--- src/verilog/icache_consts.svh ---
`ifndef ICACHE_CONSTS_SVH
`define ICACHE_CONSTS_SVH

// cache geometry, 2 ways x 64 sets x 64 bytes
`define ICACHE_INDEX_WIDTH  6
`define ICACHE_OFFSET_WIDTH 6
`define ICACHE_TAG_WIDTH    20

// data widths
`define ICACHE_LINE_BITS    512 // one line per memory return
`define ICACHE_FETCH_BITS   64  // two instructions per fetch

// memory burst lengths, beats minus one
`define ICACHE_LINE_LEN     8'd15
`define ICACHE_UNCACHE_LEN  8'd1

// misaligned fetch
`define ICACHE_EXP_ADEF     7'h08

`endif

--- src/verilog/icache_ctrl_pkg.sv ---
package icache_ctrl_pkg;

    // main cache FSM
    typedef enum logic [2:0] {
        IDLE   = 3'd0,
        LOOKUP = 3'd1,
        MISS   = 3'd2,
        REFILL = 3'd3,
        CACOP  = 3'd4  // tag clear, finishes through REFILL
    } state_t;

    // cache-op codes from the pipeline
    typedef enum logic [1:0] {
        STORE_TAG = 2'd0,
        INDEX_INV = 2'd1,
        HIT_INV   = 2'd2
    } cacop_op_t;

    typedef logic [6:0] exc_t;

endpackage

--- src/verilog/icache_geom_pkg.sv ---
`include "icache_consts.svh"

package icache_geom_pkg;

    // fetch address, treated as physical
    typedef logic [31:0] addr_t;

    // address fields
    typedef logic [`ICACHE_TAG_WIDTH-1:0]   tag_t;
    typedef logic [`ICACHE_INDEX_WIDTH-1:0] index_t;

    // storage and fetch widths
    typedef logic [`ICACHE_LINE_BITS-1:0]  line_t;
    typedef logic [`ICACHE_FETCH_BITS-1:0] fetch_t;

    // one-hot, bit 0 is way 0
    typedef logic [1:0] way_sel_t;

endpackage

--- src/verilog/icache_lookup.sv ---
`timescale 1ns/1ps
`include "icache_consts.svh"

module icache_lookup (
    input  logic                        clk,
    input  logic                        rstn,
    input  icache_geom_pkg::addr_t      i_req_addr,
    input  logic                        i_req_uncache,
    input  logic                        i_req_cacop,
    input  icache_ctrl_pkg::cacop_op_t  i_req_op,
    input  icache_geom_pkg::tag_t       i_tag0,
    input  icache_geom_pkg::tag_t       i_tag1,
    input  icache_geom_pkg::way_sel_t   i_valid,
    input  icache_geom_pkg::line_t      i_line0,
    input  icache_geom_pkg::line_t      i_line1,
    input  icache_geom_pkg::line_t      i_ret_line,
    input  logic                        i_use_ret,
    input  logic                        i_lru_we,
    input  icache_geom_pkg::way_sel_t   i_visit_way,
    output logic                        o_hit,
    output icache_geom_pkg::way_sel_t   o_hit_way,
    output icache_geom_pkg::way_sel_t   o_fill_way,
    output icache_geom_pkg::fetch_t     o_rdata
);
    import icache_geom_pkg::*;
    import icache_ctrl_pkg::*;

    tag_t     req_tag;
    index_t   req_index;
    way_sel_t hit;
    line_t    src_line;
    fetch_t   slot;
    logic [(1 << `ICACHE_INDEX_WIDTH)-1:0] lru_bits; // set: way 1 visited last

    assign req_tag   = i_req_addr[31 -: `ICACHE_TAG_WIDTH];
    assign req_index = i_req_addr[`ICACHE_OFFSET_WIDTH +: `ICACHE_INDEX_WIDTH];

    assign hit[0]    = i_valid[0] && (i_tag0 == req_tag);
    assign hit[1]    = i_valid[1] && (i_tag1 == req_tag);
    assign o_hit     = |hit;
    assign o_hit_way = hit;

    always_ff @(posedge clk) begin
        if (!rstn) begin
            lru_bits <= '0;
        end else if (i_lru_we) begin
            lru_bits[req_index] <= (i_visit_way == 2'b10);
        end
    end

    // way to fill, or the way a cache op clears
    always_comb begin
        if (i_req_cacop && i_req_op == HIT_INV) begin
            o_fill_way = hit;
        end else if (i_req_cacop) begin
            o_fill_way = i_req_addr[0] ? 2'b10 : 2'b01; // index-type op
        end else begin
            o_fill_way = lru_bits[req_index] ? 2'b01 : 2'b10;
        end
    end

    assign src_line = i_use_ret ? i_ret_line : (hit[1] ? i_line1 : i_line0);
    assign slot = src_line[i_req_addr[`ICACHE_OFFSET_WIDTH-1:3] * `ICACHE_FETCH_BITS
                           +: `ICACHE_FETCH_BITS];

    // uncached doubleword comes back in the top slot
    assign o_rdata = i_req_uncache ? i_ret_line[`ICACHE_LINE_BITS-1 -: `ICACHE_FETCH_BITS]
                                   : slot;

endmodule

--- config.mk ---
export PLATFORM = sky130hd
export DESIGN_NAME = icache_lookup
export DESIGN_NICKNAME = d
export VERILOG_FILES = /design/src/verilog/icache_ctrl_pkg.sv /design/src/verilog/icache_geom_pkg.sv /design/src/verilog/icache_lookup.sv
export VERILOG_INCLUDE_DIRS = /design/src /design/src/verilog
export SDC_FILE = /design/constraint.sdc
export NUM_CORES = 1
export LEC_CHECK = 0
export BUFFER_PORTS_ARGS = -buffer_cell sky130_fd_sc_hd__buf_2
export CORE_AREA = 5 5 661 663
export CTS_CLUSTER_DIAMETER = 30
export DETAILED_ROUTE_END_ITERATION = 8
export DIE_AREA = 0 0 666 668
export PLACE_DENSITY_LB_ADDON = 0.05
export SLEW_MARGIN = 25
export SYNTH_ARGS = -nofsm -noshare
export SYNTH_HDL_FRONTEND = slang
export SYNTH_SLANG_ARGS = --single-unit
--- constraint.sdc ---
create_clock -name clk -period 3.8 [get_ports clk]
set_input_delay 0.19 -clock clk [delete_from_list [all_inputs] [get_ports clk]]
set_output_delay 0.19 -clock clk [all_outputs]
set_load 0.005 [all_outputs]
Word level (Yosys, flattened, before mapping) --
Index checks and enable logic that the tools add are counted.
Cells by class: muxes and demuxes 12, $lt $le $gt $ge 2, reductions and logical operators 5, shift operators 1, equality and inequality tests 4
Operator list (count):
- 512-bit two-way mux | 2
- 512-bit by 10-bit indexed part select with 64-bit output | 1
- 64-bit bitwise mux | 1
- 64-bit two-way mux | 1
- 20-bit equality test | 2
- 2-bit two-way mux | 4
- 6-bit by 7-bit < comparator with 1-bit output, second input constant | 1
- 1-bit binary-select mux with 6-bit select | 1
- 1-bit demux with 6-bit select | 1
- 6-bit by 1-bit >= comparator with 1-bit output, second input constant | 1
- 2-bit equality test, second input constant | 2
- 1-bit logical AND | 4
- 1-bit two-way mux | 2
- 2-bit OR reduction | 1
Word-level totals: logic and storage cells 25, flip-flop bits (word level) 64

Depth between registers and ports, before layout --
word-level depth 6, gate-level depth with buffers 12

Least setup slack after synthesis --
Ideal clock, no wire load.
path kind input -> output, start point input port i_req_addr[23], end point output port o_rdata[61], path slack 0.722 ns, cell stages on the path 11, buffers on the path 3, arrival time 2.888 ns, cell sequence xor2_1 or4_1 or4_1 buf_4 nor2_8 buf_6 buf_8 mux2_2 mux4_2 nor2_1 nor3b_2
Between the ends: word-level cells in the longest chain between the ends 6
RTL lines:
- from (decl) | RTL line icache_lookup.sv:7 | input icache_geom_pkg::addr_t i_req_addr,
- 20-bit equality test | RTL line icache_lookup.sv:39 | assign hit[1] = i_valid[1] && (i_tag1 == req_tag);
- 1-bit logical AND | RTL line icache_lookup.sv:39
- 512-bit two-way mux (2 in a row) | RTL line icache_lookup.sv:62 | assign src_line = i_use_ret ? i_ret_line : (hit[1] ? i_line1 : i_line0);
- 512-bit by 10-bit indexed part select with 64-bit output | RTL line icache_lookup.sv:63 | assign slot = src_line[i_req_addr[`ICACHE_OFFSET_WIDTH-1:3] * `ICACHE_FETCH_BITS
- 64-bit two-way mux | RTL line icache_lookup.sv:67 | assign o_rdata = i_req_uncache ? i_ret_line[`ICACHE_LINE_BITS-1 -: `ICACHE_FETCH_BITS]
- to (decl) | RTL line icache_lookup.sv:23 | output icache_geom_pkg::fetch_t o_rdata
No other way between the ends.

Worst setup path after layout --
start point input port i_tag1[5], end point output port o_rdata[39]
Between the ends: word-level cells in the longest chain between the ends 6
RTL lines:
- from (decl) | RTL line icache_lookup.sv:12 | input icache_geom_pkg::tag_t i_tag1,
- 20-bit equality test | RTL line icache_lookup.sv:39
- 1-bit logical AND | RTL line icache_lookup.sv:39
- 512-bit two-way mux (2 in a row) | RTL line icache_lookup.sv:62
- 512-bit by 10-bit indexed part select with 64-bit output | RTL line icache_lookup.sv:63
- 64-bit two-way mux | RTL line icache_lookup.sv:67
No other way between the ends.

==> results.json <==
{
  "status": "complete, but fails checks",
  "failed_checks": "setup timing",
  "drtIter0Drc": 2104,
  "syn_avg_cell_area_sq_um": 7.82,
  "grt_pass1_vias": 32800,
  "synthMuxAreaShare": 0.322,
  "largest_reg_flops": 64,
  "clock.fmax_mhz": 251,
  "syn_nets": 4083,
  "post-route-drc-count": 0,
  "layout_setup_ws_ns": -0.183,
  "start_util": 0.0448,
  "antenna_found_initial": 563,
  "cts_tree": "yes",
  "place_area_sq_um": 37300,
  "finalWeightedCongestion": 0.913,
  "reg2reg_slack_ns": 3.08,
  "synth-compound-area-share": 0.269,
  "ys_top_cells_by_area": "mux4_2, mux2_2, nand3_1",
  "die_y_microns": 668,
  "synth_xor_xnor_area_share": 0.0186,
  "syn2layout_area_growth_pct": 116,
  "min_period_over_period": 1.05,
  "ys_async_sr_fraction": 0,
  "synth_seq_cells": 64,
  "skew_ns": 0,
  "yosysTopAreaCell": "mux4_2",
  "maxCapViolations": 0,
  "synthDistinctLibCells": 57,
  "die_area_sq_um": 445000,
  "fin_total_pwr_mw": 5.46,
  "drive_above_1_share": 0.644,
  "crit_fanout": 8,
  "cts_max_path_buffers": 2,
  "hold_slack_ns": 0.429,
  "synth_edf_count": 0,
  "top_regs": "lru_bits: 64 flops",
  "numCtsBuffers": 9,
  "dp.cells": 9930,
  "wl_per_cell_microns": 35.6,
  "grt_use_total": 0.155,
  "final_common_cell": "buf_2",
  "grt.overflow.total": 0,
  "yosysWarningCount": 0,
  "grt_pass1_wl_microns": 438000,
  "reg2regPathDepth": 2,
  "final_cell_mix": "buf_2, nand3_1, buf_4",
  "hold_buffers": 0,
  "ys_seq_area_frac": 0.0665,
  "fillerInstances": 50500,
  "tightestPinTransition_ns": 1.04,
  "synthSimpleGateAreaFrac": 0.245,
  "hold_violations": 0,
  "hold_path.class": "in2reg",
  "ios": 1689,
  "worstPathArrival_ns": 3.79,
  "vias": 32100,
  "clk_pin_slew_ns": 0.06,
  "layout_min_cycle_time_ns": 3.98,
  "holdPathStages": 4,
  "synth_top_family_by_area": "multiplexers",
  "rsz0062_at_grt": "true",
  "finalNetCount": 5926,
  "dp_hpwl_microns": 323000,
  "max_slew_margin": 0.305,
  "htreeDepth": 3,
  "synth_top_flop_cell": "dfxtp_1",
  "drt_pre_antenna_iters": 5,
  "vdd_ir_drop_max_mv": 0.151,
  "p_leak_nw": 15.6,
  "finalInstanceArea_sq_um": 41500,
  "place.port_buffers": 1686,
  "rows": 241,
  "finalSetupViolCount": 56,
  "crit_path_end_kind": "primary output",
  "cts_sinks": 64,
  "instances_no_fill": 10300,
  "synthCells": 2463,
  "routed_wirelength_microns": 365000,
  "slew_violations": 0,
  "cts_root_buffer": "clkbuf_16",
  "synthAdderAreaFrac": 0,
  "clock_latency_ns": 0.35,
  "path_class": "in2out",
  "power_density_nw_per_um2": 132,
  "fp.dieW_microns": 666,
  "ant_nets": 0,
  "final_core_util": 0.0966,
  "grt_max_degree": 100,
  "core_sq_um": 430000,
  "detail_route.vias_per_cell": 3.13,
  "worstSetupStartpointType": "input pin",
  "top_register": "lru_bits",
  "crit_required_ns": 3.61,
  "synth_top_area_share": 0.146,
  "netlist_area_sq_um": 19300
}
## power breakdown
part / switching [mW] / internal, mW / leakage (nW)
clock: 0.358 / 0.440 / 0.122
sequential: 0.000779 / 0.672 / 0.515
combinational: 2.26 / 1.73 / 14.9
## cell families after synthesis
group,count (synthesis)
compound gates,775
xor+xnor,41
flops,64
simple gates,838
mux,427
buf+inv,318
## routing by layer
layer | vias up | share of wire | GRT usage
met5 | - | 0.0033 | 0.00336
met4 | 194 | 0.035 | 0.0492
met3 | 827 | 0.083 | 0.0557
met1 | 15500 | 0.40 | 0.181
li1 | 13600 | - | -
met2 | 1938 | 0.48 | 0.264
## final cells by class
cell class | count | area [sq um] | share of cell area
antenna | 258 | 646 | 0.0156
clock buffer | 14 | 244 | 0.00588
clock inverter | 1 | 5.00 | 0.000121
inverter | 11 | 53.8 | 0.00130
multi-input combinational | 2081 | 18500 | 0.446
sequential | 64 | 1280 | 0.0309
tap | 5710 | 7140 | 0.172
timing repair buffer | 2139 | 13600 | 0.328
## final timing paths
path | from | end
setup / recovery | i_tag1[5] | o_rdata[39]
hold reg to reg | lru_bits[60] | lru_bits[60]
setup reg to reg | lru_bits[14] | lru_bits[14]
hold / removal | i_lru_we | lru_bits[59]
## Yosys cell counts (40+ instances only)
master / number
a311oi_1: 55
a211oi_1: 40
nand2b_1: 139
nand3_1: 332
dfxtp_1: 64
a31oi_1: 94
o211ai_1: 75
o22ai_1: 56
a21boi_0: 64
mux4_2: 125
clkbuf_1: 233
nor3b_2: 56
mux2_2: 175
nor2_1: 176
mux2_1: 122
o21ai_0: 257
and3_1: 43
## worst max-delay path, cell delays in order
cell and delay, ns:
buf_6 0.10, xor2_2 0.17, or4_4 0.57, or4_4 0.60, nor2_8 0.15, buf_4 0.13, buf_12 0.13, buf_12 0.13
buf_12 0.16, buf_12 0.14, mux2_4 0.29, mux4_2 0.63, o22ai_2 0.16, nor3b_2 0.07, buf_2 0.13
## what timing repair did
item / CTS / global route
resized for setup: 490 / 132
buffers inserted: 64 / 17
setup endpoints to repair: 64 / 64
hold endpoints to repair: 0 / 0
gates cloned: 15 / 0
pin swaps: 96 / 67
## metrics by stage
step / setup slack (ns) / setup TNS, ns
finish: -0.183 / -5.09
detailed placement: -1.21 / -48.32
global placement: -1.20 / -47.12
floorplan: 0.722 / 0
CTS: -0.409 / -15.01
global route: -0.323 / -12.59
(Power assumes the default switching activity.)
