`config.mk`:
```
export PLATFORM = sky130hd
export DESIGN_NAME = icache_ctrl
export DESIGN_NICKNAME = d
export VERILOG_FILES = /design/src/verilog/icache_ctrl_pkg.sv /design/src/verilog/icache_geom_pkg.sv /design/src/verilog/icache_ctrl.sv
export VERILOG_INCLUDE_DIRS = /design/src /design/src/verilog
export SDC_FILE = /design/constraint.sdc
export NUM_CORES = 1
export LEC_CHECK = 0
export BUFFER_PORTS_ARGS = -buffer_cell sky130_fd_sc_hd__buf_2
export CAP_MARGIN = 15
export CORE_AREA = 2 2 457 459
export CTS_CLUSTER_SIZE = 20
export DETAILED_ROUTE_END_ITERATION = 8
export DIE_AREA = 0 0 459 461
export HOLD_SLACK_MARGIN = 0.08
export PLACE_DENSITY = 0.35
export SLEW_MARGIN = 25
export SYNTH_ARGS = -nofsm -noshare
export SYNTH_HDL_FRONTEND = slang
export SYNTH_SLANG_ARGS = --single-unit
```
`constraint.sdc`:
```
create_clock -name clk -period 25.1 [get_ports clk]
set_input_delay 5.02 -clock clk [delete_from_list [all_inputs] [get_ports clk]]
set_output_delay 5.02 -clock clk [all_outputs]
set_load 0.03 [all_outputs]
```
`src/verilog/icache_consts.svh`:
```
`ifndef ICACHE_CONSTS_SVH
`define ICACHE_CONSTS_SVH

// cache geometry, 2 ways x 64 sets x 64 bytes
`define ICACHE_INDEX_WIDTH  6
`define ICACHE_OFFSET_WIDTH 6
`define ICACHE_TAG_WIDTH    20

// data widths
`define ICACHE_LINE_BITS    512 // one line per memory return
`define ICACHE_FETCH_BITS   64  // two instructions per fetch

// memory burst lengths, beats minus one
`define ICACHE_LINE_LEN     8'd15
`define ICACHE_UNCACHE_LEN  8'd1

// misaligned fetch
`define ICACHE_EXP_ADEF     7'h08

`endif

```
`src/verilog/icache_ctrl_pkg.sv`:
```
package icache_ctrl_pkg;

    // main cache FSM
    typedef enum logic [2:0] {
        IDLE   = 3'd0,
        LOOKUP = 3'd1,
        MISS   = 3'd2,
        REFILL = 3'd3,
        CACOP  = 3'd4  // tag clear, finishes through REFILL
    } state_t;

    // cache-op codes from the pipeline
    typedef enum logic [1:0] {
        STORE_TAG = 2'd0,
        INDEX_INV = 2'd1,
        HIT_INV   = 2'd2
    } cacop_op_t;

    typedef logic [6:0] exc_t;

endpackage

```
`src/verilog/icache_geom_pkg.sv`:
```
`include "icache_consts.svh"

package icache_geom_pkg;

    // fetch address, treated as physical
    typedef logic [31:0] addr_t;

    // address fields
    typedef logic [`ICACHE_TAG_WIDTH-1:0]   tag_t;
    typedef logic [`ICACHE_INDEX_WIDTH-1:0] index_t;

    // storage and fetch widths
    typedef logic [`ICACHE_LINE_BITS-1:0]  line_t;
    typedef logic [`ICACHE_FETCH_BITS-1:0] fetch_t;

    // one-hot, bit 0 is way 0
    typedef logic [1:0] way_sel_t;

endpackage

```
`src/verilog/icache_ctrl.sv`:
```
`timescale 1ns/1ps
`include "icache_consts.svh"

module icache_ctrl (
    input  logic                        clk,
    input  logic                        rstn,
    input  logic                        i_rvalid,
    input  logic                        i_cacop_en,
    input  logic                        i_req_uncache,
    input  logic                        i_req_cacop,
    input  icache_ctrl_pkg::cacop_op_t  i_req_op,
    input  logic                        i_misaligned,
    input  logic                        i_hit,
    input  icache_geom_pkg::way_sel_t   i_hit_way,
    input  icache_geom_pkg::way_sel_t   i_fill_way,
    input  icache_geom_pkg::addr_t      i_req_addr,
    input  logic                        i_mem_rready,
    input  icache_geom_pkg::line_t      i_mem_rdata,
    output logic                        o_load,
    output logic                        o_rready,
    output logic                        o_cacop_ready,
    output logic                        o_cacop_done,
    output icache_geom_pkg::way_sel_t   o_way_we,
    output logic                        o_tag_clear,
    output logic                        o_use_ret,
    output logic                        o_lru_we,
    output icache_geom_pkg::way_sel_t   o_visit_way,
    output icache_geom_pkg::line_t      o_ret_line,
    output logic                        o_mem_rvalid,
    output icache_geom_pkg::addr_t      o_mem_raddr,
    output logic [7:0]                  o_mem_rlen,
    output icache_ctrl_pkg::exc_t       o_exception,
    output icache_geom_pkg::addr_t      o_badv
);
    import icache_geom_pkg::*;
    import icache_ctrl_pkg::*;

    state_t state;
    state_t next_state;
    line_t  ret_buf;
    logic   free;     // IDLE or REFILL, a new request may enter
    logic   hit_done; // cached hit answered in LOOKUP

    assign free     = (state == IDLE) || (state == REFILL);
    assign hit_done = (state == LOOKUP) && i_hit && !i_req_uncache && !i_misaligned;

    always_ff @(posedge clk) begin
        if (!rstn) begin
            state <= IDLE;
        end else begin
            state <= next_state;
        end
    end

    always_ff @(posedge clk) begin
        if (state == MISS && i_mem_rready) begin
            ret_buf <= i_mem_rdata;
        end
    end

    always_comb begin
        next_state = state;
        case (state)
            IDLE, REFILL: begin
                if (i_cacop_en)    next_state = CACOP; // op wins over a fetch
                else if (i_rvalid) next_state = LOOKUP;
                else               next_state = IDLE;
            end
            LOOKUP: begin
                if (i_misaligned)       next_state = IDLE;
                else if (i_req_uncache) next_state = MISS;
                else if (i_hit)         next_state = (i_rvalid && !i_cacop_en) ? LOOKUP : IDLE;
                else                    next_state = MISS;
            end
            MISS:    next_state = i_mem_rready ? REFILL : MISS; // hold on stall
            CACOP:   next_state = REFILL;
            default: next_state = IDLE;
        endcase
    end

    always_comb begin
        o_load        = 1'b0;
        o_rready      = 1'b0;
        o_cacop_ready = 1'b0;
        o_cacop_done  = 1'b0;
        o_way_we      = 2'b00;
        o_tag_clear   = 1'b0;
        o_use_ret     = 1'b0;
        o_lru_we      = 1'b0;
        o_visit_way   = 2'b00;
        if (free) begin
            o_load        = i_cacop_en || i_rvalid;
            o_cacop_ready = i_cacop_en;
        end
        case (state)
            LOOKUP: begin
                o_rready    = i_misaligned || hit_done;
                o_load      = hit_done && i_rvalid && !i_cacop_en;
                o_lru_we    = hit_done;
                o_visit_way = i_hit_way;
            end
            REFILL: begin
                o_use_ret    = 1'b1;
                o_rready     = !i_req_cacop;
                o_cacop_done = i_req_cacop;
                if (!i_req_uncache && !i_req_cacop) begin
                    o_way_we    = i_fill_way;
                    o_lru_we    = 1'b1;
                    o_visit_way = i_fill_way;
                end
            end
            CACOP: begin
                o_tag_clear = 1'b1;
                // hit-invalidate of an absent line clears nothing
                o_way_we    = (i_req_op == HIT_INV && !i_hit) ? 2'b00 : i_fill_way;
            end
            default: ;
        endcase
    end

    assign o_ret_line   = ret_buf;
    assign o_mem_rvalid = (state == MISS);
    assign o_mem_raddr  = i_req_uncache ? {i_req_addr[31:3], 3'b000}
                                        : {i_req_addr[31:`ICACHE_OFFSET_WIDTH],
                                           {`ICACHE_OFFSET_WIDTH{1'b0}}};
    assign o_mem_rlen   = i_req_uncache ? `ICACHE_UNCACHE_LEN : `ICACHE_LINE_LEN;

    assign o_exception = (state == LOOKUP && i_misaligned) ? `ICACHE_EXP_ADEF : 7'h00;
    assign o_badv      = (o_exception != 7'h00) ? i_req_addr : 32'h0;

    // request fields must not move under a pending memory read
    assert property (@(posedge clk) disable iff (!rstn)
        o_mem_rvalid && !i_mem_rready |=> $stable(o_mem_raddr) && $stable(o_mem_rlen));

endmodule

```
Word level (Yosys, flattened, before mapping) --
Index checks and enable logic that the tools add are counted.
Word-level totals: bits in registers 515, input port bits 559, output and inout port bits 603, logic and storage cells 53
Operators by class: eq/ne operators 5, muxes and demuxes 25, reductions and logical operators 21
Operators by type and width (count):
- 32-bit two-way mux | 1
- 3-bit one-hot mux with 4 select lines | 1
- 1-bit logical AND | 10
- 1-bit two-way mux | 10
- 2-bit two-way mux | 5
- 4-bit two-way mux | 2
- 2-bit one-hot mux with 2 select lines | 2
- 7-bit nonzero test | 1
- 3-bit by 2-bit equality test with 1-bit output (second input constant) | 2
- 6-bit two-way mux | 1
- 1-bit logical NOT | 5
- 1-bit one-hot mux with 2 select lines | 2
- 3-bit by 1-bit equality test with 1-bit output (second input constant) | 1
- 3-bit equality test (second input constant) | 1
- 3-bit logical NOT | 1
- 1-bit logical OR | 3
- 3-bit two-way mux | 1
- 2-bit equality test (second input constant) | 1
- 2-bit OR reduction | 1

Depth between registers and ports, before layout --
depth after elaboration 7, gate-level depth with buffers 5, depth with buffers taken out 3

Worst setup path before layout --
No wires, ideal clock.
kind in2reg, start point input i_mem_rready, end point register ret_buf[0], in the netlist o_ret_line[0], enable pin, library setup time 0.941 ns, arrival 16.511 ns, data required time 24.159 ns, path slack 7.648 ns, cell stages on the path 1, buffers on the path 0, cell sequence and2_1
On the way: word-level cells in the longest chain between the ends 1
Ends and longest elaborated chain:
- start: declaration | RTL line icache_ctrl.sv:17 | input logic i_mem_rready,
- 1-bit logical AND | RTL line icache_ctrl.sv:56 | if (state == MISS && i_mem_rready) begin
- end signal: assignment | RTL line icache_ctrl.sv:57 | ret_buf <= i_mem_rdata;
- end: declaration | RTL line icache_ctrl.sv:40 | line_t ret_buf;
No other way between the ends. A chain may end at the register's enable or synchronous reset.

Final worst setup path --
start point input i_req_uncache, end point output o_way_we[0]
On the way: word-level cells in the longest chain between the ends 4
Ends and longest elaborated chain:
- start: declaration | RTL line icache_ctrl.sv:9 | input logic i_req_uncache,
- 1-bit logical NOT | RTL line icache_ctrl.sv:106 | if (!i_req_uncache && !i_req_cacop) begin
- 1-bit logical AND | RTL line icache_ctrl.sv:106
- 2-bit two-way mux | RTL line icache_ctrl.sv:106
- 2-bit one-hot mux with 2 select lines | RTL line icache_ctrl.sv:95 | case (state)
- end: declaration | RTL line icache_ctrl.sv:23 | output icache_geom_pkg::way_sel_t o_way_we,
No other way between the ends.

==> reports/metrics.csv <==
stage,metric,value,unit
outcome,status,"finished, final reports clean",
min_path,Hold Path Class,flop to flop,
timing,Setup Skew,0.0331,ns
timing,Tcrit/Tclk final,45.4,%
grt,first-pass GRT wire length,173000,µm
power_and_ir_drop,power share of the sequential group,42.7,%
min_path,Min-Delay Endpoint,state[0],
timing,Rel. slew slack,35.2,%
floorplanning,FP Rows,167,
critical_path,"Critical Path, Cell by Cell",buf_2 -> nor2_1 -> a22o_1 -> and2_1 -> buf_2,
floorplanning,die width,459,µm
power_and_ir_drop,leak pwr,10.8,nW
power_and_ir_drop,internal power,1.70,mW
route,Routed WL,149000,µm
final_layout,nets@finish,2400,
power_and_ir_drop,Clock power frac,46.6,%
placement,RD Place Congestion,0.868,
grt,vias in the first global route,12500,
placement,Post-DP HPWL,132000,µm
critical_path,critical path's slowest cell,nor2_1,
clock_network,H-Tree Depth,3,
route,drt pass-1 iters,4,
critical_path,FF-to-FF End,o_ret_line[77],
floorplanning,Core Box Area,206000,µm²
grt,initial antenna violation count,236,
grt,GR Overflow Total,0,
timing,final setup violation count,0,
grt,total track usage,13.5,%
clock_network,Longest Clk Path Bufs,3,
logic_synthesis,Yosys cell types,29,
clock_network,Resize count post-CTS,0,
timing,Final TNS setup,0,ns
critical_path,Worst Path Max Fanout,8,
logic_synthesis,synthesized flop and latch total,515,
critical_path,Top delay family on crit path,simple AND/OR/NAND/NOR gates,
final_layout,synthesis-to-finish area growth,70.5,%
critical_path,delay of the slowest critical-path stage,0.38,ns
power_and_ir_drop,sw frac,27.7,%
critical_path,most used cell along the critical path,buf_2,
timing,Slew Limit Fails,0,
timing,WHS,0.706,ns
critical_path,Worst EP required,20.08,ns
clock_network,CTS tree,done,
power_and_ir_drop,maximum VDD drop,0.0475,mV
logic_synthesis,sequential share of the synthesized area,94.7,%
critical_path,buffer and inverter count on the worst path,2,
critical_path,flop2flop setup slack,20.66,ns
clock_network,Worst-Skew Late Latency,0.70,ns
floorplanning,num ports,1162,
route,initial drt markers,690,
critical_path,crit start category,input port,
min_path,hold_sp,state[2],
floorplanning,DIE HEIGHT,461,µm
clock_network,"Hold-fix buffers, CTS",0,
placement,port bufs,1147,
power_and_ir_drop,switching power,653,µW
power_and_ir_drop,Comb power frac,10.6,%
logic_synthesis,Mean Syn Cell Area,25.2,µm²
critical_path,reg2reg start,state[1],
min_path,hold path depth,2,
floorplanning,Die Area,212000,µm²
logic_synthesis,synth warn,0,
timing,RSZ-0062 raised after global routing,false,
clock_network,Worst-path clk slew,0.05,ns
route,Post-route DRC,0,
power_and_ir_drop,power density cells,84.7,nW/µm²
critical_path,CP Capture Type,primary output,
timing,"Hold Vio Cnt, Final",0,
grt,largest net degree at the start of global routing,126,
floorplanning,starting density of the core,7.90,%
route,Routed wire per std cell,32.1,µm
clock_network,CTS root buf,clkbuf_16,
clock_network,clk sinks,515,
timing,fmax,87.8,MHz
critical_path,worst path arrival time,6.36,ns
logic_synthesis,mapped cell area,16300,µm²
clock_network,CTS buffer count,74,
route,routed via count,12700,
clock_network,"Setup Fix Bufs, Post-CTS",0,
timing,slew of the pin with the lowest slew margin,0.972,ns
logic_synthesis,synthesized instance count,646,
route,Via density,2.74,
critical_path,kind of critical path,input port to primary output,
timing,crit path time final,11.38,ns
critical_path,worst r2r path cells,6,
final_layout,share of cells above drive strength 1,66.7,%
route,Final ANT Viol Nets,0,
flow_run,max_cap viols,0,
synth_stat cells:
library cell / count / area, µm²
nor3b_1: 1 / 7.51
a22o_1: 1 / 8.76
buf_2: 3 / 15.0
clkbuf_1: 3 / 11.3
and2_1: 39 / 244
nor2b_1: 6 / 37.5
buf_4: 42 / 315
nand2b_1: 4 / 25.0
a21oi_1: 3 / 15.0
nor3b_2: 1 / 12.5
nand2_1: 1 / 3.75
nor2_1: 6 / 22.5
edfxtp_1: 512 / 15400
o21ai_0: 3 / 15.0
nor4b_2: 1 / 15.0
nor4_1: 1 / 6.26
a311oi_1: 1 / 8.76
o21a_1: 1 / 7.51
dfxtp_1: 3 / 60.1
conb_1: 2 / 7.51
nor4b_1: 1 / 8.76
and3_1: 1 / 6.26
nand3_1: 2 / 10.0
inv_1: 1 / 3.75
or3b_1: 2 / 17.5
a31oi_1: 1 / 6.26
a221oi_1: 1 / 8.76
and3b_1: 2 / 17.5
or4b_1: 1 / 10.0
sequential cells by signal, summed over array words and instances, names as in the netlist:
| register | flops |
|---|---|
| state | 3 |
| o_ret_line | 512 |
worst register-to-register path, delay by kind of cell, from the launching register on:
| kind | cells | cell delay (ns) |
|---|---|---|
| buffers and inverters | 3 | 2.42 |
| flip-flops | 1 | 0.80 |
| AND/OR/NAND/NOR | 3 | 0.83 |
per-layer routing:
metal  share of wire [%]  up-vias  track usage [%]
met5                0.15        -                0
met4                 3.9       32             5.31
met3                  18      466             10.6
met2                  40     1330             19.0
met1                  38     5925             15.1
li1                    -     4938                -
cells by family (layout without fill, tap and decap cells):
kind of cell,count (synthesis),after routing,synth area share [%]
other cells,2,46,0.0461
compound gates,11,11,0.430
buf+inv,49,1294,2.12
simple gates,69,69,2.72
flops,515,515,94.7
area by class of cell:
cell class	count	area, µm²
Fill cell	23200	179000
Sequential cell	515	15400
Timing Repair Buffer	1155	5840
Tap cell	2704	3380
Clock buffer	90	1980
Multi-Input combinational cell	94	576
Clock inverter	48	502
Antenna cell	32	80.1
Inverter	1	3.75
how the worst max path moves through the flow:
stage / startpoint / end / slack [ns] / cells after the start
2_1_floorplan: i_mem_rready / o_ret_line[0] / 7.65 / 1
3_3_place_gp: i_misaligned / o_badv[8] / 13.63 / 4
3_5_place_dp: i_misaligned / o_badv[8] / 13.55 / 4
4_1_cts: i_misaligned / o_badv[8] / 13.54 / 4
5_1_grt: i_req_uncache / o_way_we[1] / 13.64 / 5
6_report: i_req_uncache / o_way_we[0] / 13.72 / 5
power by group through the flow:
stage / Combinational, mW / Sequential [mW] / Clock, mW
2_1_floorplan: 0.0463 / 1.12 / 0
3_3_place_gp: 0.254 / 1.02 / 0
3_5_place_dp: 0.253 / 1.02 / 0
4_1_cts: 0.254 / 1.01 / 1.15
5_1_grt: 0.267 / 1.01 / 1.17
6_report: 0.251 / 1.01 / 1.10
through the flow:
step	worst slack (ns)	area (µm²)	total power [mW]	util, %	std cells
after global routing	13.64	27800	2.45	13.4	4626
after CTS	13.54	27700	2.41	13.4	4605
final	13.72	27800	2.36	13.5	4639
after global placement	13.63	25200	1.28	12.2	4467
after floorplan	7.65	16300	1.16	-	658
after detailed placement	13.55	25200	1.28	12.2	4467
cell usage in the layout, fill, tap and decap left out, drive strengths merged, types with 4 or more instances in the layout:
cell type and n:
conb 14, clkbuf 90, nor2 6, clkinvlp 5, nand2b 4, inv 6, bufinv 8, buf 1155
edfxtp 512, diode 32, clkinv 30, and2 39, nor2b 6
Note: power is estimated with default switching activity, not from simulation.
