File: config.mk
export PLATFORM = sky130hd
export DESIGN_NAME = icache_req_stage
export DESIGN_NICKNAME = d
export VERILOG_FILES = /design/src/verilog/icache_ctrl_pkg.sv /design/src/verilog/icache_geom_pkg.sv /design/src/verilog/icache_req_stage.sv
export VERILOG_INCLUDE_DIRS = /design/src /design/src/verilog
export SDC_FILE = /design/constraint.sdc
export NUM_CORES = 1
export LEC_CHECK = 0
export ABC_AREA = 1
export BUFFER_PORTS_ARGS = -buffer_cell sky130_fd_sc_hd__buf_4
export CAP_MARGIN = 20
export CORE_MARGIN = 5
export CORE_UTILIZATION = 42
export DETAILED_ROUTE_END_ITERATION = 7
export PLACE_DENSITY_LB_ADDON = 0.08
export SYNTH_ARGS = -nofsm -noshare
export SYNTH_HDL_FRONTEND = slang
export SYNTH_SLANG_ARGS = --single-unit
File: constraint.sdc
create_clock -name clk -period 1.4 [get_ports clk]
set_input_delay 0.14 -clock clk [delete_from_list [all_inputs] [get_ports clk]]
set_output_delay 0.14 -clock clk [all_outputs]
set_load 0.01 [all_outputs]
File: src/verilog/icache_consts.svh
`ifndef ICACHE_CONSTS_SVH
`define ICACHE_CONSTS_SVH

// cache geometry, 2 ways x 64 sets x 64 bytes
`define ICACHE_INDEX_WIDTH  6
`define ICACHE_OFFSET_WIDTH 6
`define ICACHE_TAG_WIDTH    20

// data widths
`define ICACHE_LINE_BITS    512 // one line per memory return
`define ICACHE_FETCH_BITS   64  // two instructions per fetch

// memory burst lengths, beats minus one
`define ICACHE_LINE_LEN     8'd15
`define ICACHE_UNCACHE_LEN  8'd1

// misaligned fetch
`define ICACHE_EXP_ADEF     7'h08

`endif

File: src/verilog/icache_ctrl_pkg.sv
package icache_ctrl_pkg;

    // main cache FSM
    typedef enum logic [2:0] {
        IDLE   = 3'd0,
        LOOKUP = 3'd1,
        MISS   = 3'd2,
        REFILL = 3'd3,
        CACOP  = 3'd4  // tag clear, finishes through REFILL
    } state_t;

    // cache-op codes from the pipeline
    typedef enum logic [1:0] {
        STORE_TAG = 2'd0,
        INDEX_INV = 2'd1,
        HIT_INV   = 2'd2
    } cacop_op_t;

    typedef logic [6:0] exc_t;

endpackage

File: src/verilog/icache_geom_pkg.sv
`include "icache_consts.svh"

package icache_geom_pkg;

    // fetch address, treated as physical
    typedef logic [31:0] addr_t;

    // address fields
    typedef logic [`ICACHE_TAG_WIDTH-1:0]   tag_t;
    typedef logic [`ICACHE_INDEX_WIDTH-1:0] index_t;

    // storage and fetch widths
    typedef logic [`ICACHE_LINE_BITS-1:0]  line_t;
    typedef logic [`ICACHE_FETCH_BITS-1:0] fetch_t;

    // one-hot, bit 0 is way 0
    typedef logic [1:0] way_sel_t;

endpackage

File: src/verilog/icache_req_stage.sv
`timescale 1ns/1ps
`include "icache_consts.svh"

module icache_req_stage (
    input  logic                        clk,
    input  logic                        rstn,
    input  logic                        i_load,
    input  icache_geom_pkg::addr_t      i_raddr,
    input  logic                        i_uncache,
    input  logic                        i_cacop_en,
    input  icache_ctrl_pkg::cacop_op_t  i_cacop_code,
    output icache_geom_pkg::addr_t      o_req_addr,
    output logic                        o_req_uncache,
    output logic                        o_req_cacop,
    output icache_ctrl_pkg::cacop_op_t  o_req_op,
    output logic                        o_misaligned,
    output icache_geom_pkg::index_t     o_rd_index
);

    // flags of the buffered request
    always_ff @(posedge clk) begin
        if (!rstn) begin
            o_req_uncache <= 1'b0;
            o_req_cacop   <= 1'b0;
        end else if (i_load) begin
            o_req_uncache <= i_uncache;
            o_req_cacop   <= i_cacop_en;
        end
    end

    // address and op code
    always_ff @(posedge clk) begin
        if (i_load) begin
            o_req_addr <= i_raddr;
            o_req_op   <= i_cacop_code;
        end
    end

    // a cache op carries an index/way address, not a fetch pc
    assign o_misaligned = (o_req_addr[1:0] != 2'b00) && !o_req_cacop;

    // arrays read with the incoming index, data is ready in the next state
    assign o_rd_index = i_raddr[`ICACHE_OFFSET_WIDTH +: `ICACHE_INDEX_WIDTH];

endmodule

# Yosys cells after proc, flatten, opt, wreduce, memory -nomap -nowiden
# Index checks and enable logic that the tools add are counted.
dict set report totals {
  register_bits 36
  out_inout_bits 43
}
dict set report op_classes {
  reduce_logical 3
}
# op n
set ops {}
lappend ops {{2-bit nonzero test} 1}
lappend ops {{1-bit logical AND} 1}
lappend ops {{1-bit logical NOT} 1}

# Depth between registers and ports, before layout
# Gate-level depths: netlist of run 1.
dict set report logic_depth {
  word_depth 2
  mapped_depth 4
  depth_no_buf 4
}

# Least setup slack after synthesis of run 1
# OpenSTA, ideal clock, no wires.
dict set report synth_path {
  path_type {register to output}
  start {register o_req_addr[1]}
  end {output o_misaligned}
  path_slack_ns 0.661
  t_required_ns 1.260
  t_arrival_ns 0.599
  path_stages_with_launch 3
  n_path_buf 0
  cell_sequence {edfxtp_1 > nor2_1 > nor2_1}
}
dict set report synth_via {
  elab_chain_cells 2
}
# item line
set synth_lines {}
lappend synth_lines {{from (decl)} icache_req_stage.sv:12} ;# output icache_geom_pkg::addr_t o_req_addr,
lappend synth_lines {{from (signal assigned)} icache_req_stage.sv:34} ;# o_req_addr <= i_raddr;
lappend synth_lines {{2-bit nonzero test} icache_req_stage.sv:40} ;# assign o_misaligned = (o_req_addr[1:0] != 2'b00) && !o_req_cacop;
lappend synth_lines {{1-bit logical AND} icache_req_stage.sv:40}
lappend synth_lines {{to (decl)} icache_req_stage.sv:16} ;# output logic o_misaligned,
# No other way between the ends.

# Final worst setup path of run 1
# Ends and elaborated chain as after synthesis.

==> results of run 1 <==
-- metal layers --
layer | up-vias | track usage [%]
met5 | - | 0
met4 | 0 | 4.77
met3 | 3 | 7.93
met2 | 52 | 26.7
met1 | 383 | 17.0
li1 | 419 | -
-- sequential cells by signal (all words and copies together), names as in the netlist --
name,count
o_req_cacop,1
o_req_op,2
o_req_addr,32
o_req_uncache,1
-- cell type report --
cell class / instances / area share, %
Clock buffer: 7 / 2.10
Sequential cell: 36 / 49.5
Multi-Input combinational cell: 10 / 1.75
Clock inverter: 1 / 0.175
Inverter: 2 / 0.350
Timing Repair Buffer: 115 / 44.3
Tap cell: 31 / 1.81
-- cell families (layout without fill, tap and decap cells) --
family | count (synthesis) | after routing | synth area share [%]
and+or+nand+nor | 10 | 10 | 3.26
DFF | 36 | 36 | 92.2
buffers and inverters | 8 | 125 | 4.57
-- report_power, final --
part,switching (W),internal (W),total [W]
sequential,0.0000247,0.00127,0.00129
combinational,0.000143,0.000241,0.000384
clock,0.000301,0.000193,0.000493
total,0.000468,0.00170,0.00217
-- layout by cell type, fill, tap and decap left out, drive strengths merged --
| master | instances |
|---|---|
| edfxtp | 34 |
| inv | 2 |
| dlygate4sd3 | 34 |
| buf | 81 |
| clkbuf | 7 |
| dfxtp | 2 |
| nor2 | 6 |
| clkinv | 1 |
| nand2 | 4 |
-- worst min path at each step --
| stage | end | slack [ns] |
|---|---|---|
| floorplan | o_req_addr[0] | 0.24 |
| global placement | o_req_addr[30] | 0.32 |
| detailed placement | o_req_addr[24] | 0.32 |
| CTS | o_req_cacop | 0.03 |
| global route | o_req_uncache | 0.04 |
| finish | o_req_cacop | 0.04 |
-- critical path, cell delays in order, from the launching register on --
cell and delay [ns]:
edfxtp_1 0.39, nor2_1 0.11, nor2_1 0.04, buf_4 0.14
-- what timing repair did --
action / in CTS / in global routing
endpoints found under the setup margin: 0 / 0
hold buffers: 34 / 0
hold endpoints to repair: 34 / 0
-- metrics by stage --
step,hold slack [ns],std cells,area (um^2),util (%)
after detailed placement,0.320,160,1750,65.3
after floorplan,0.239,54,1150,-
after CTS,0.0312,202,2140,79.7
after global routing,0.0448,202,2140,79.7
final,0.0394,202,2140,79.7
after global placement,0.318,160,1750,65.3
==> results.py, run 1 <==
metrics = {
    "outcome": {
        "status": "finished clean",
    },
    "drt": {
        "wl_met2_um": 1500,
        "viasPerCell": 4.24,
        "drc_errors": 0,
        "vias": 857,
        "wl_met1_um": 1030,
        "drt_iter0_drc": 11,
        "top_layer": "met4",
        "wl_per_cell_um": 14.3,
        "drtAntennaViolNets": 0,
        "wl_met3_um": 319,
        "drt-total-wl_um": 2890,
        "drt_pre_antenna_iters": 3,
    },
    "cells_and_area": {
        "multiInputGateArea_um2": 37.5,
        "antennaDiodeCount": 0,
        "num-nets-final": 209,
        "drive_gt1_share_pct": 50.3,
        "seq_area_um2": 1060,
        "fill_cells": 166,
        "areaGrowthSynthToFinish_pct": 86.1,
    },
    "clock_tree": {
        "cts_tree": "yes",
        "numCtsBuffers": 5,
        "cts_resized": 0,
        "h-tree-depth": 2,
        "postCtsSetupRepairBufs": 0,
        "root_buffer": "clkbuf_4",
        "clk_latency_ns": 0.32,
        "clk_path_buf_depth": 2,
        "clk_pin_slew_ns": 0.09,
        "cts.sinks": 36,
    },
    "timing": {
        "setup_viol": 0,
        "fin_crit_sh_pct": 82.1,
        "max_freq_mhz": 870,
        "maxSlewHeadroom_pct": 70.0,
        "tightest_slew_ns": 0.450,
        "finalSetupTns_ns": 0,
        "hold_viol": 0,
        "finClkSkew_ns": 0,
        "worst_slack_ns": 0.251,
        "slew_viol_final": 0,
        "rsz0062_at_grt": "no",
        "final.min_clock_period_ns": 1.15,
    },
    "synth": {
        "async_reset_ff_share_pct": 0,
        "yosysWarnings": 0,
        "synthMostInstantiatedCell": "edfxtp_1",
        "ys.flop_type": "edfxtp_1",
        "syn_area_per_cell_um2": 21.3,
        "synth.distinct_cells": 6,
        "yosys-top-cells-count": "edfxtp_1 (34), buf_4 (6), nor2_1 (6), nand2_1 (4)",
        "seq_area_frac_synth_pct": 92.2,
        "synth_top_area_share_pct": 88.7,
        "synth_fp_nets": 93,
        "yosysTopAreaCell": "edfxtp_1",
        "netlist_area_um2": 1150,
        "syn-instance-count": 54,
        "synth_area_leaders": "edfxtp_1 (89%), buf_4 (3.9%), dfxtp_1 (3.5%)",
        "ys_ff_latch": 36,
        "synth_edf_count": 34,
    },
    "critical_path": {
        "critPathCapture": "o_misaligned",
        "r2r-end": "o_req_cacop",
        "rr_startpoint": "o_req_cacop",
        "startpoint": "o_req_addr[1]",
        "reg2reg_depth": 2,
        "r2r_slack_ns": 0.82,
        "startpoint_type": "flop",
        "path_class": "reg2out",
        "cp_max_fo": 2,
        "critical_path.endpoint_type": "output port",
        "required_ns": 1.26,
        "arrival_ns": 1.01,
    },
    "flow_run": {
        "maxCapViolations": 0,
    },
    "place": {
        "place_congestion": 0.694,
        "portBuffers": 81,
        "place_ws_ns": 0.497,
    },
    "global_routing": {
        "grt_usage_pct": 15.7,
        "grt_pass1_wl_um": 4770,
        "grt_pass1_vias": 930,
        "antenna_found_initial": 0,
        "gr-total-overflow": 0,
        "grt_start_max_net_pins": 39,
    },
    "worst_hold_path": {
        "hold_class": "in2reg",
        "hp-start": "rstn",
        "min_path_cells": 3,
    },
    "power": {
        "p_leak_nw": 0.941,
        "p_per_area_nw_per_um2": 1010,
        "finalPower_w": 0.00217,
        "ir_worst_vdd_v": 0.000963,
    },
    "floorplan": {
        "design.die.area_um2": 3890,
        "coreArea_um2": 2690,
        "rows": 19,
        "io_pins": 82,
        "fp.dieW_um": 62.4,
        "die_h_um": 62.4,
        "start_util_pct": 42.9,
    },
}
(Power assumes the default switching activity.)
==> run 2: changes to the inputs <==
Settings changed: CORE_UTILIZATION 42 to 35.
Clock period 1.4 ns to 1 ns, I/O delays scaled along.
==> results.py, run 2 (same netlist as run 1, synthesis figures left out) <==
metrics = {
    "clock_tree": {
        "numCtsBuffers": 5,
        "clk_pin_slew_ns": 0.10,
        "cts.sinks": 36,
        "h-tree-depth": 2,
        "cts_tree": "yes",
        "clk_latency_ns": 0.32,
        "clk_path_buf_depth": 2,
        "root_buffer": "clkbuf_4",
    },
    "cells_and_area": {
        "top_register": "o_req_addr",
        "antennaDiodeCount": 0,
        "num-nets-final": 213,
        "areaGrowthSynthToFinish_pct": 98.5,
        "drive_gt1_share_pct": 52.0,
        "largest_register_ffs": 32,
        "final_util_pct": 73.6,
        "mostFrequentLayoutCell": "buf_4",
        "fin_cells": 219,
        "final_cell_mix": "buf_4 (62), dlygate4sd3_1 (35), edfxtp_1 (34)",
        "reg_top3": "o_req_addr x32, o_req_op x2",
    },
    "timing": {
        "hold_viol": 0,
        "worst_slack_ns": -0.115,
        "finalSetupTns_ns": -0.269,
        "maxSlewHeadroom_pct": 87.1,
        "setup_viol": 3,
        "rsz0062_at_grt": "yes",
        "max_freq_mhz": 897,
        "final.min_clock_period_ns": 1.11,
        "fin_crit_sh_pct": 111,
        "tightest_slew_ns": 0.194,
        "slew_viol_final": 0,
        "finClkSkew_ns": 0,
        "holdWs_ns": 0.0638,
    },
    "critical_path": {
        "path_class": "reg2out",
        "startpoint": "o_req_addr[1]",
        "reg2reg_depth": 2,
        "startpoint_type": "flop",
        "slowest_delay_ns": 0.40,
        "rr_startpoint": "o_req_cacop",
        "cp_max_fo": 2,
        "r2r_slack_ns": 0.42,
        "crit_chain": "nor2_1 > nor2_1 > buf_4",
        "cp_slowest_cell": "edfxtp_1",
        "critical_path.endpoint_type": "output port",
        "required_ns": 0.90,
        "arrival_ns": 1.01,
        "path_common_cell": "nor2_1",
    },
    "floorplan": {
        "start_util_pct": 37.1,
        "coreArea_um2": 3100,
        "die_h_um": 67.4,
        "fp.dieW_um": 67.4,
        "rows": 20,
        "design.die.area_um2": 4540,
        "io_pins": 82,
    },
    "drt": {
        "drt_iter0_drc": 27,
        "drt-total-wl_um": 2870,
        "drc_errors": 0,
        "drt_pre_antenna_iters": 3,
        "vias": 886,
        "wl_per_cell_um": 13.1,
        "drtAntennaViolNets": 0,
        "viasPerCell": 4.05,
    },
    "global_routing": {
        "antenna_found_initial": 0,
        "grt_start_max_net_pins": 39,
        "grt_pass1_vias": 928,
        "gr-total-overflow": 0,
        "grt_usage_pct": 12.9,
        "grt_pass1_wl_um": 4120,
    },
    "flow_run": {
        "maxCapViolations": 0,
    },
    "place": {
        "portBuffers": 81,
        "place_congestion": 0.631,
        "dp_cells": 174,
        "place_ws_ns": 0.227,
        "hpwl_um": 1830,
    },
    "outcome": {
        "violations": "setup timing",
        "status": "finished with violations",
    },
    "worst_hold_path": {
        "hold_class": "in2reg",
        "min_path_cells": 5,
        "hp-start": "i_cacop_en",
    },
    "power": {
        "combPwrFrac_pct": 19.1,
        "swShare_pct": 21.9,
        "p_leak_nw": 0.996,
        "p_per_area_nw_per_um2": 1360,
        "clock_power_share_pct": 22.2,
        "sequentialPowerShare_pct": 58.6,
        "ir_worst_vdd_v": 0.00104,
        "internal-power_w": 0.00243,
        "switchingPower_w": 0.000681,
    },
}
[run 2: cell count changes in the layout (fill, tap and decap cells not counted)]
cell,delta
clkinv_2,+2
buf_12,+1
clkbuf_1,-2
buf_4,-19
dlygate4sd3_1,+1
buf_6,+21
[run 2: layout make-up]
type	count	area, um^2
Timing Repair Buffer	119	1070
Sequential cell	36	1060
Fill cell	237	818
Tap cell	44	55.1
Multi-Input combinational cell	10	37.5
Clock buffer	5	37.5
Clock inverter	3	13.8
Inverter	2	7.51
[run 2: metal layers]
layer / track usage [%] / share of wire (%) / vias up
li1: - / - / 429
met1: 12.4 / 31 / 403
met2: 23.7 / 56 / 49
met3: 6.99 / 12 / 5
met4: 3.80 / 0.80 / 0
met5: 0 / 0 / -
[run 2: critical path, delay by kind of cell (launching register included)]
| family | cells | cell delay [ns] |
|---|---|---|
| flops | 1 | 0.40 |
| simple gates | 2 | 0.17 |
| buf+inv | 1 | 0.14 |
[run 2: power groups by stage]
| stage | Combinational, W | Clock [W] | Sequential [W] |
|---|---|---|---|
| 3_5_place_dp | 0.000442 | 0 | 0.00185 |
| 5_1_grt | 0.000637 | 0.000805 | 0.00184 |
| 3_3_place_gp | 0.000435 | 0 | 0.00184 |
| 2_1_floorplan | 0.0000399 | 0 | 0.00191 |
| 6_report | 0.000595 | 0.000691 | 0.00182 |
| 4_1_cts | 0.000561 | 0.000739 | 0.00181 |
[run 2: what timing repair did]
| action | 4_1_cts | 5_1_grt |
|---|---|---|
| gates cloned | 0 | 0 |
| resized for setup | 2 | 19 |
| endpoints found under the setup margin | 3 | 27 |
| hold buffers | 35 | 0 |
| buffers inserted | 1 | 1 |
| hold endpoints to repair | 36 | 0 |
| pin swaps | 1 | 1 |
[run 2: stage by stage]
step,total power (W),area (um^2)
4_1_cts,0.00311,2210
6_report,0.00311,2280
3_5_place_dp,0.00229,1790
2_1_floorplan,0.00195,1150
3_3_place_gp,0.00228,1790
5_1_grt,0.00328,2280
[run 2: path summary, 6_finish.rpt]
path / to
worst max-delay path: o_misaligned
worst min-delay path: o_req_cacop
worst max register to register: o_req_cacop
worst min register to register: o_req_uncache
==> run 3: changes to the inputs <==
Settings changed: ABC_AREA 1 to 0.
==> results.py, run 3 <==
metrics = {
    "synth": {
        "async_reset_ff_share_pct": 0,
        "synth.distinct_cells": 6,
        "yosysWarnings": 0,
        "synth_fp_nets": 87,
        "yosysTopAreaCell": "edfxtp_1",
        "seq_area_frac_synth_pct": 92.6,
        "syn_area_per_cell_um2": 23.9,
        "synth_top_area_share_pct": 89.1,
        "synth_edf_count": 34,
        "synthMostInstantiatedCell": "edfxtp_1",
        "ys_ff_latch": 36,
        "yosys-top-cells-count": "edfxtp_1 (34), buf_4 (6)",
        "syn-instance-count": 48,
        "ys.flop_type": "edfxtp_1",
        "synth_area_leaders": "edfxtp_1 (89%), buf_4 (3.9%), dfxtp_1 (3.5%)",
        "netlist_area_um2": 1150,
    },
    "place": {
        "place_area_um2": 1780,
        "portBuffers": 81,
        "place_ws_ns": 0.208,
        "dp_cells": 168,
        "place_congestion": 0.683,
    },
    "drt": {
        "viasPerCell": 4.07,
        "drt_iter0_drc": 19,
        "wl_per_cell_um": 13.5,
        "drt-total-wl_um": 2870,
        "drc_errors": 0,
        "drt_pre_antenna_iters": 3,
        "drtAntennaViolNets": 0,
        "vias": 862,
    },
    "timing": {
        "fin_crit_sh_pct": 112,
        "max_freq_mhz": 892,
        "tightest_slew_ns": 0.189,
        "hold_viol": 0,
        "worst_slack_ns": -0.121,
        "finClkSkew_ns": 0,
        "rsz0062_at_grt": "yes",
        "final.min_clock_period_ns": 1.12,
        "maxSlewHeadroom_pct": 87.4,
        "slew_viol_final": 0,
        "holdWs_ns": 0.0241,
        "setup_viol": 2,
    },
    "power": {
        "ir_worst_vdd_v": 0.000778,
        "p_per_area_nw_per_um2": 1400,
        "p_leak_nw": 0.968,
        "finalPower_w": 0.00317,
    },
    "global_routing": {
        "grt_start_max_net_pins": 37,
        "antenna_found_initial": 0,
        "grt_pass1_vias": 902,
        "grt_pass1_wl_um": 4210,
        "gr-total-overflow": 0,
        "grt_usage_pct": 13.1,
    },
    "cells_and_area": {
        "reg_top3": "o_req_addr x32, o_req_op x2",
        "num-nets-final": 206,
        "areaGrowthSynthToFinish_pct": 96.6,
        "largest_register_ffs": 32,
        "fill_cells": 237,
        "antennaDiodeCount": 0,
        "fin_cells": 212,
        "final_cell_area_um2": 2250,
        "top_register": "o_req_addr",
        "mostFrequentLayoutCell": "buf_4",
        "drive_gt1_share_pct": 53.0,
        "final_cell_mix": "buf_4 (68), dlygate4sd3_1 (35), edfxtp_1 (34)",
    },
    "clock_tree": {
        "root_buffer": "clkbuf_4",
        "clk_path_buf_depth": 2,
        "cts_tree": "yes",
        "h-tree-depth": 2,
        "cts.sinks": 36,
        "clk_latency_ns": 0.33,
        "numCtsBuffers": 5,
        "clk_pin_slew_ns": 0.10,
    },
    "floorplan": {
        "die_h_um": 67.2,
        "rows": 20,
        "io_pins": 82,
        "design.die.area_um2": 4520,
        "start_util_pct": 36.9,
        "coreArea_um2": 3100,
        "fp.dieW_um": 67.2,
    },
    "critical_path": {
        "path_class": "reg2out",
        "cp_max_fo": 2,
        "startpoint_type": "flop",
        "required_ns": 0.90,
        "critical_path.endpoint_type": "output port",
        "arrival_ns": 1.02,
    },
    "outcome": {
        "status": "finished with violations",
        "violations": "setup timing",
    },
    "flow_run": {
        "maxCapViolations": 0,
    },
    "worst_hold_path": {
        "hold_class": "in2reg",
    },
}
## run 3: final cells by class
class / count / area [um^2] / area share (%)
Sequential cell: 36 / 1060 / 47.1
Timing Repair Buffer: 118 / 1040 / 46.1
Clock buffer: 8 / 58.8 / 2.61
Tap cell: 44 / 55.1 / 2.44
Multi-Input combinational cell: 6 / 40.0 / 1.78
## run 3: repair_timing
action / in CTS / in global routing
setup buffers: 1 / 0
setup endpoints to repair: 3 / 16
endpoints found under the hold margin: 36 / 0
gates resized for setup: 2 / 12
pin swaps: 1 / 1
hold buffers: 35 / 0
## run 3: path summary, 6_finish.rpt
kind                               startpoint            end  slack (ns)  cells past startpoint
worst min-delay path               i_cacop_en    o_req_cacop        0.02                      3
worst max register to register    o_req_cacop    o_req_cacop        0.40                      2
worst max-delay path            o_req_addr[1]   o_misaligned       -0.12                      3
worst min register to register  o_req_uncache  o_req_uncache        0.53                      2
## run 3: metal layers
metal  GRT usage (%)  vias to the layer above  share of wire (%)
li1                -                      415                  -
met4            3.04                        0               0.87
met1            11.7                      401                 32
met5               0                        -                  0
met2            26.3                       42                 59
met3            5.66                        4                8.4
## run 3: report_power, final
| part | internal, W | switching, W | leakage (nW) |
|---|---|---|---|
| Sequential | 0.00178 | 0.0000421 | 0.349 |
| Clock | 0.000347 | 0.000424 | 0.0326 |
| Combinational | 0.000377 | 0.000198 | 0.587 |
## run 3: kinds of logic (layout without fill, tap and decap cells)
kind of cell | after synthesis | count (layout) | synth area share [%]
flip-flops | 36 | 36 | 92.6
AND/OR/NAND/NOR | 4 | 4 | 1.75
buffers and inverters | 6 | 126 | 3.93
multiplexers | 2 | 2 | 1.75
## run 3: worst max-delay path: stages (launching register included)
cell and delay, ns:
edfxtp_1 0.40, nor2_1 0.11, nor2_1 0.05, buf_4 0.14
## run 3: metrics by stage
| stage | utilization [%] | TNS (ns) |
|---|---|---|
| after floorplan | - | 0 |
| after global placement | 57.5 | 0 |
| after detailed placement | 57.5 | 0 |
| after CTS | 71.2 | -0.223 |
| after global routing | 72.6 | -0.542 |
| final | 72.6 | -0.204 |
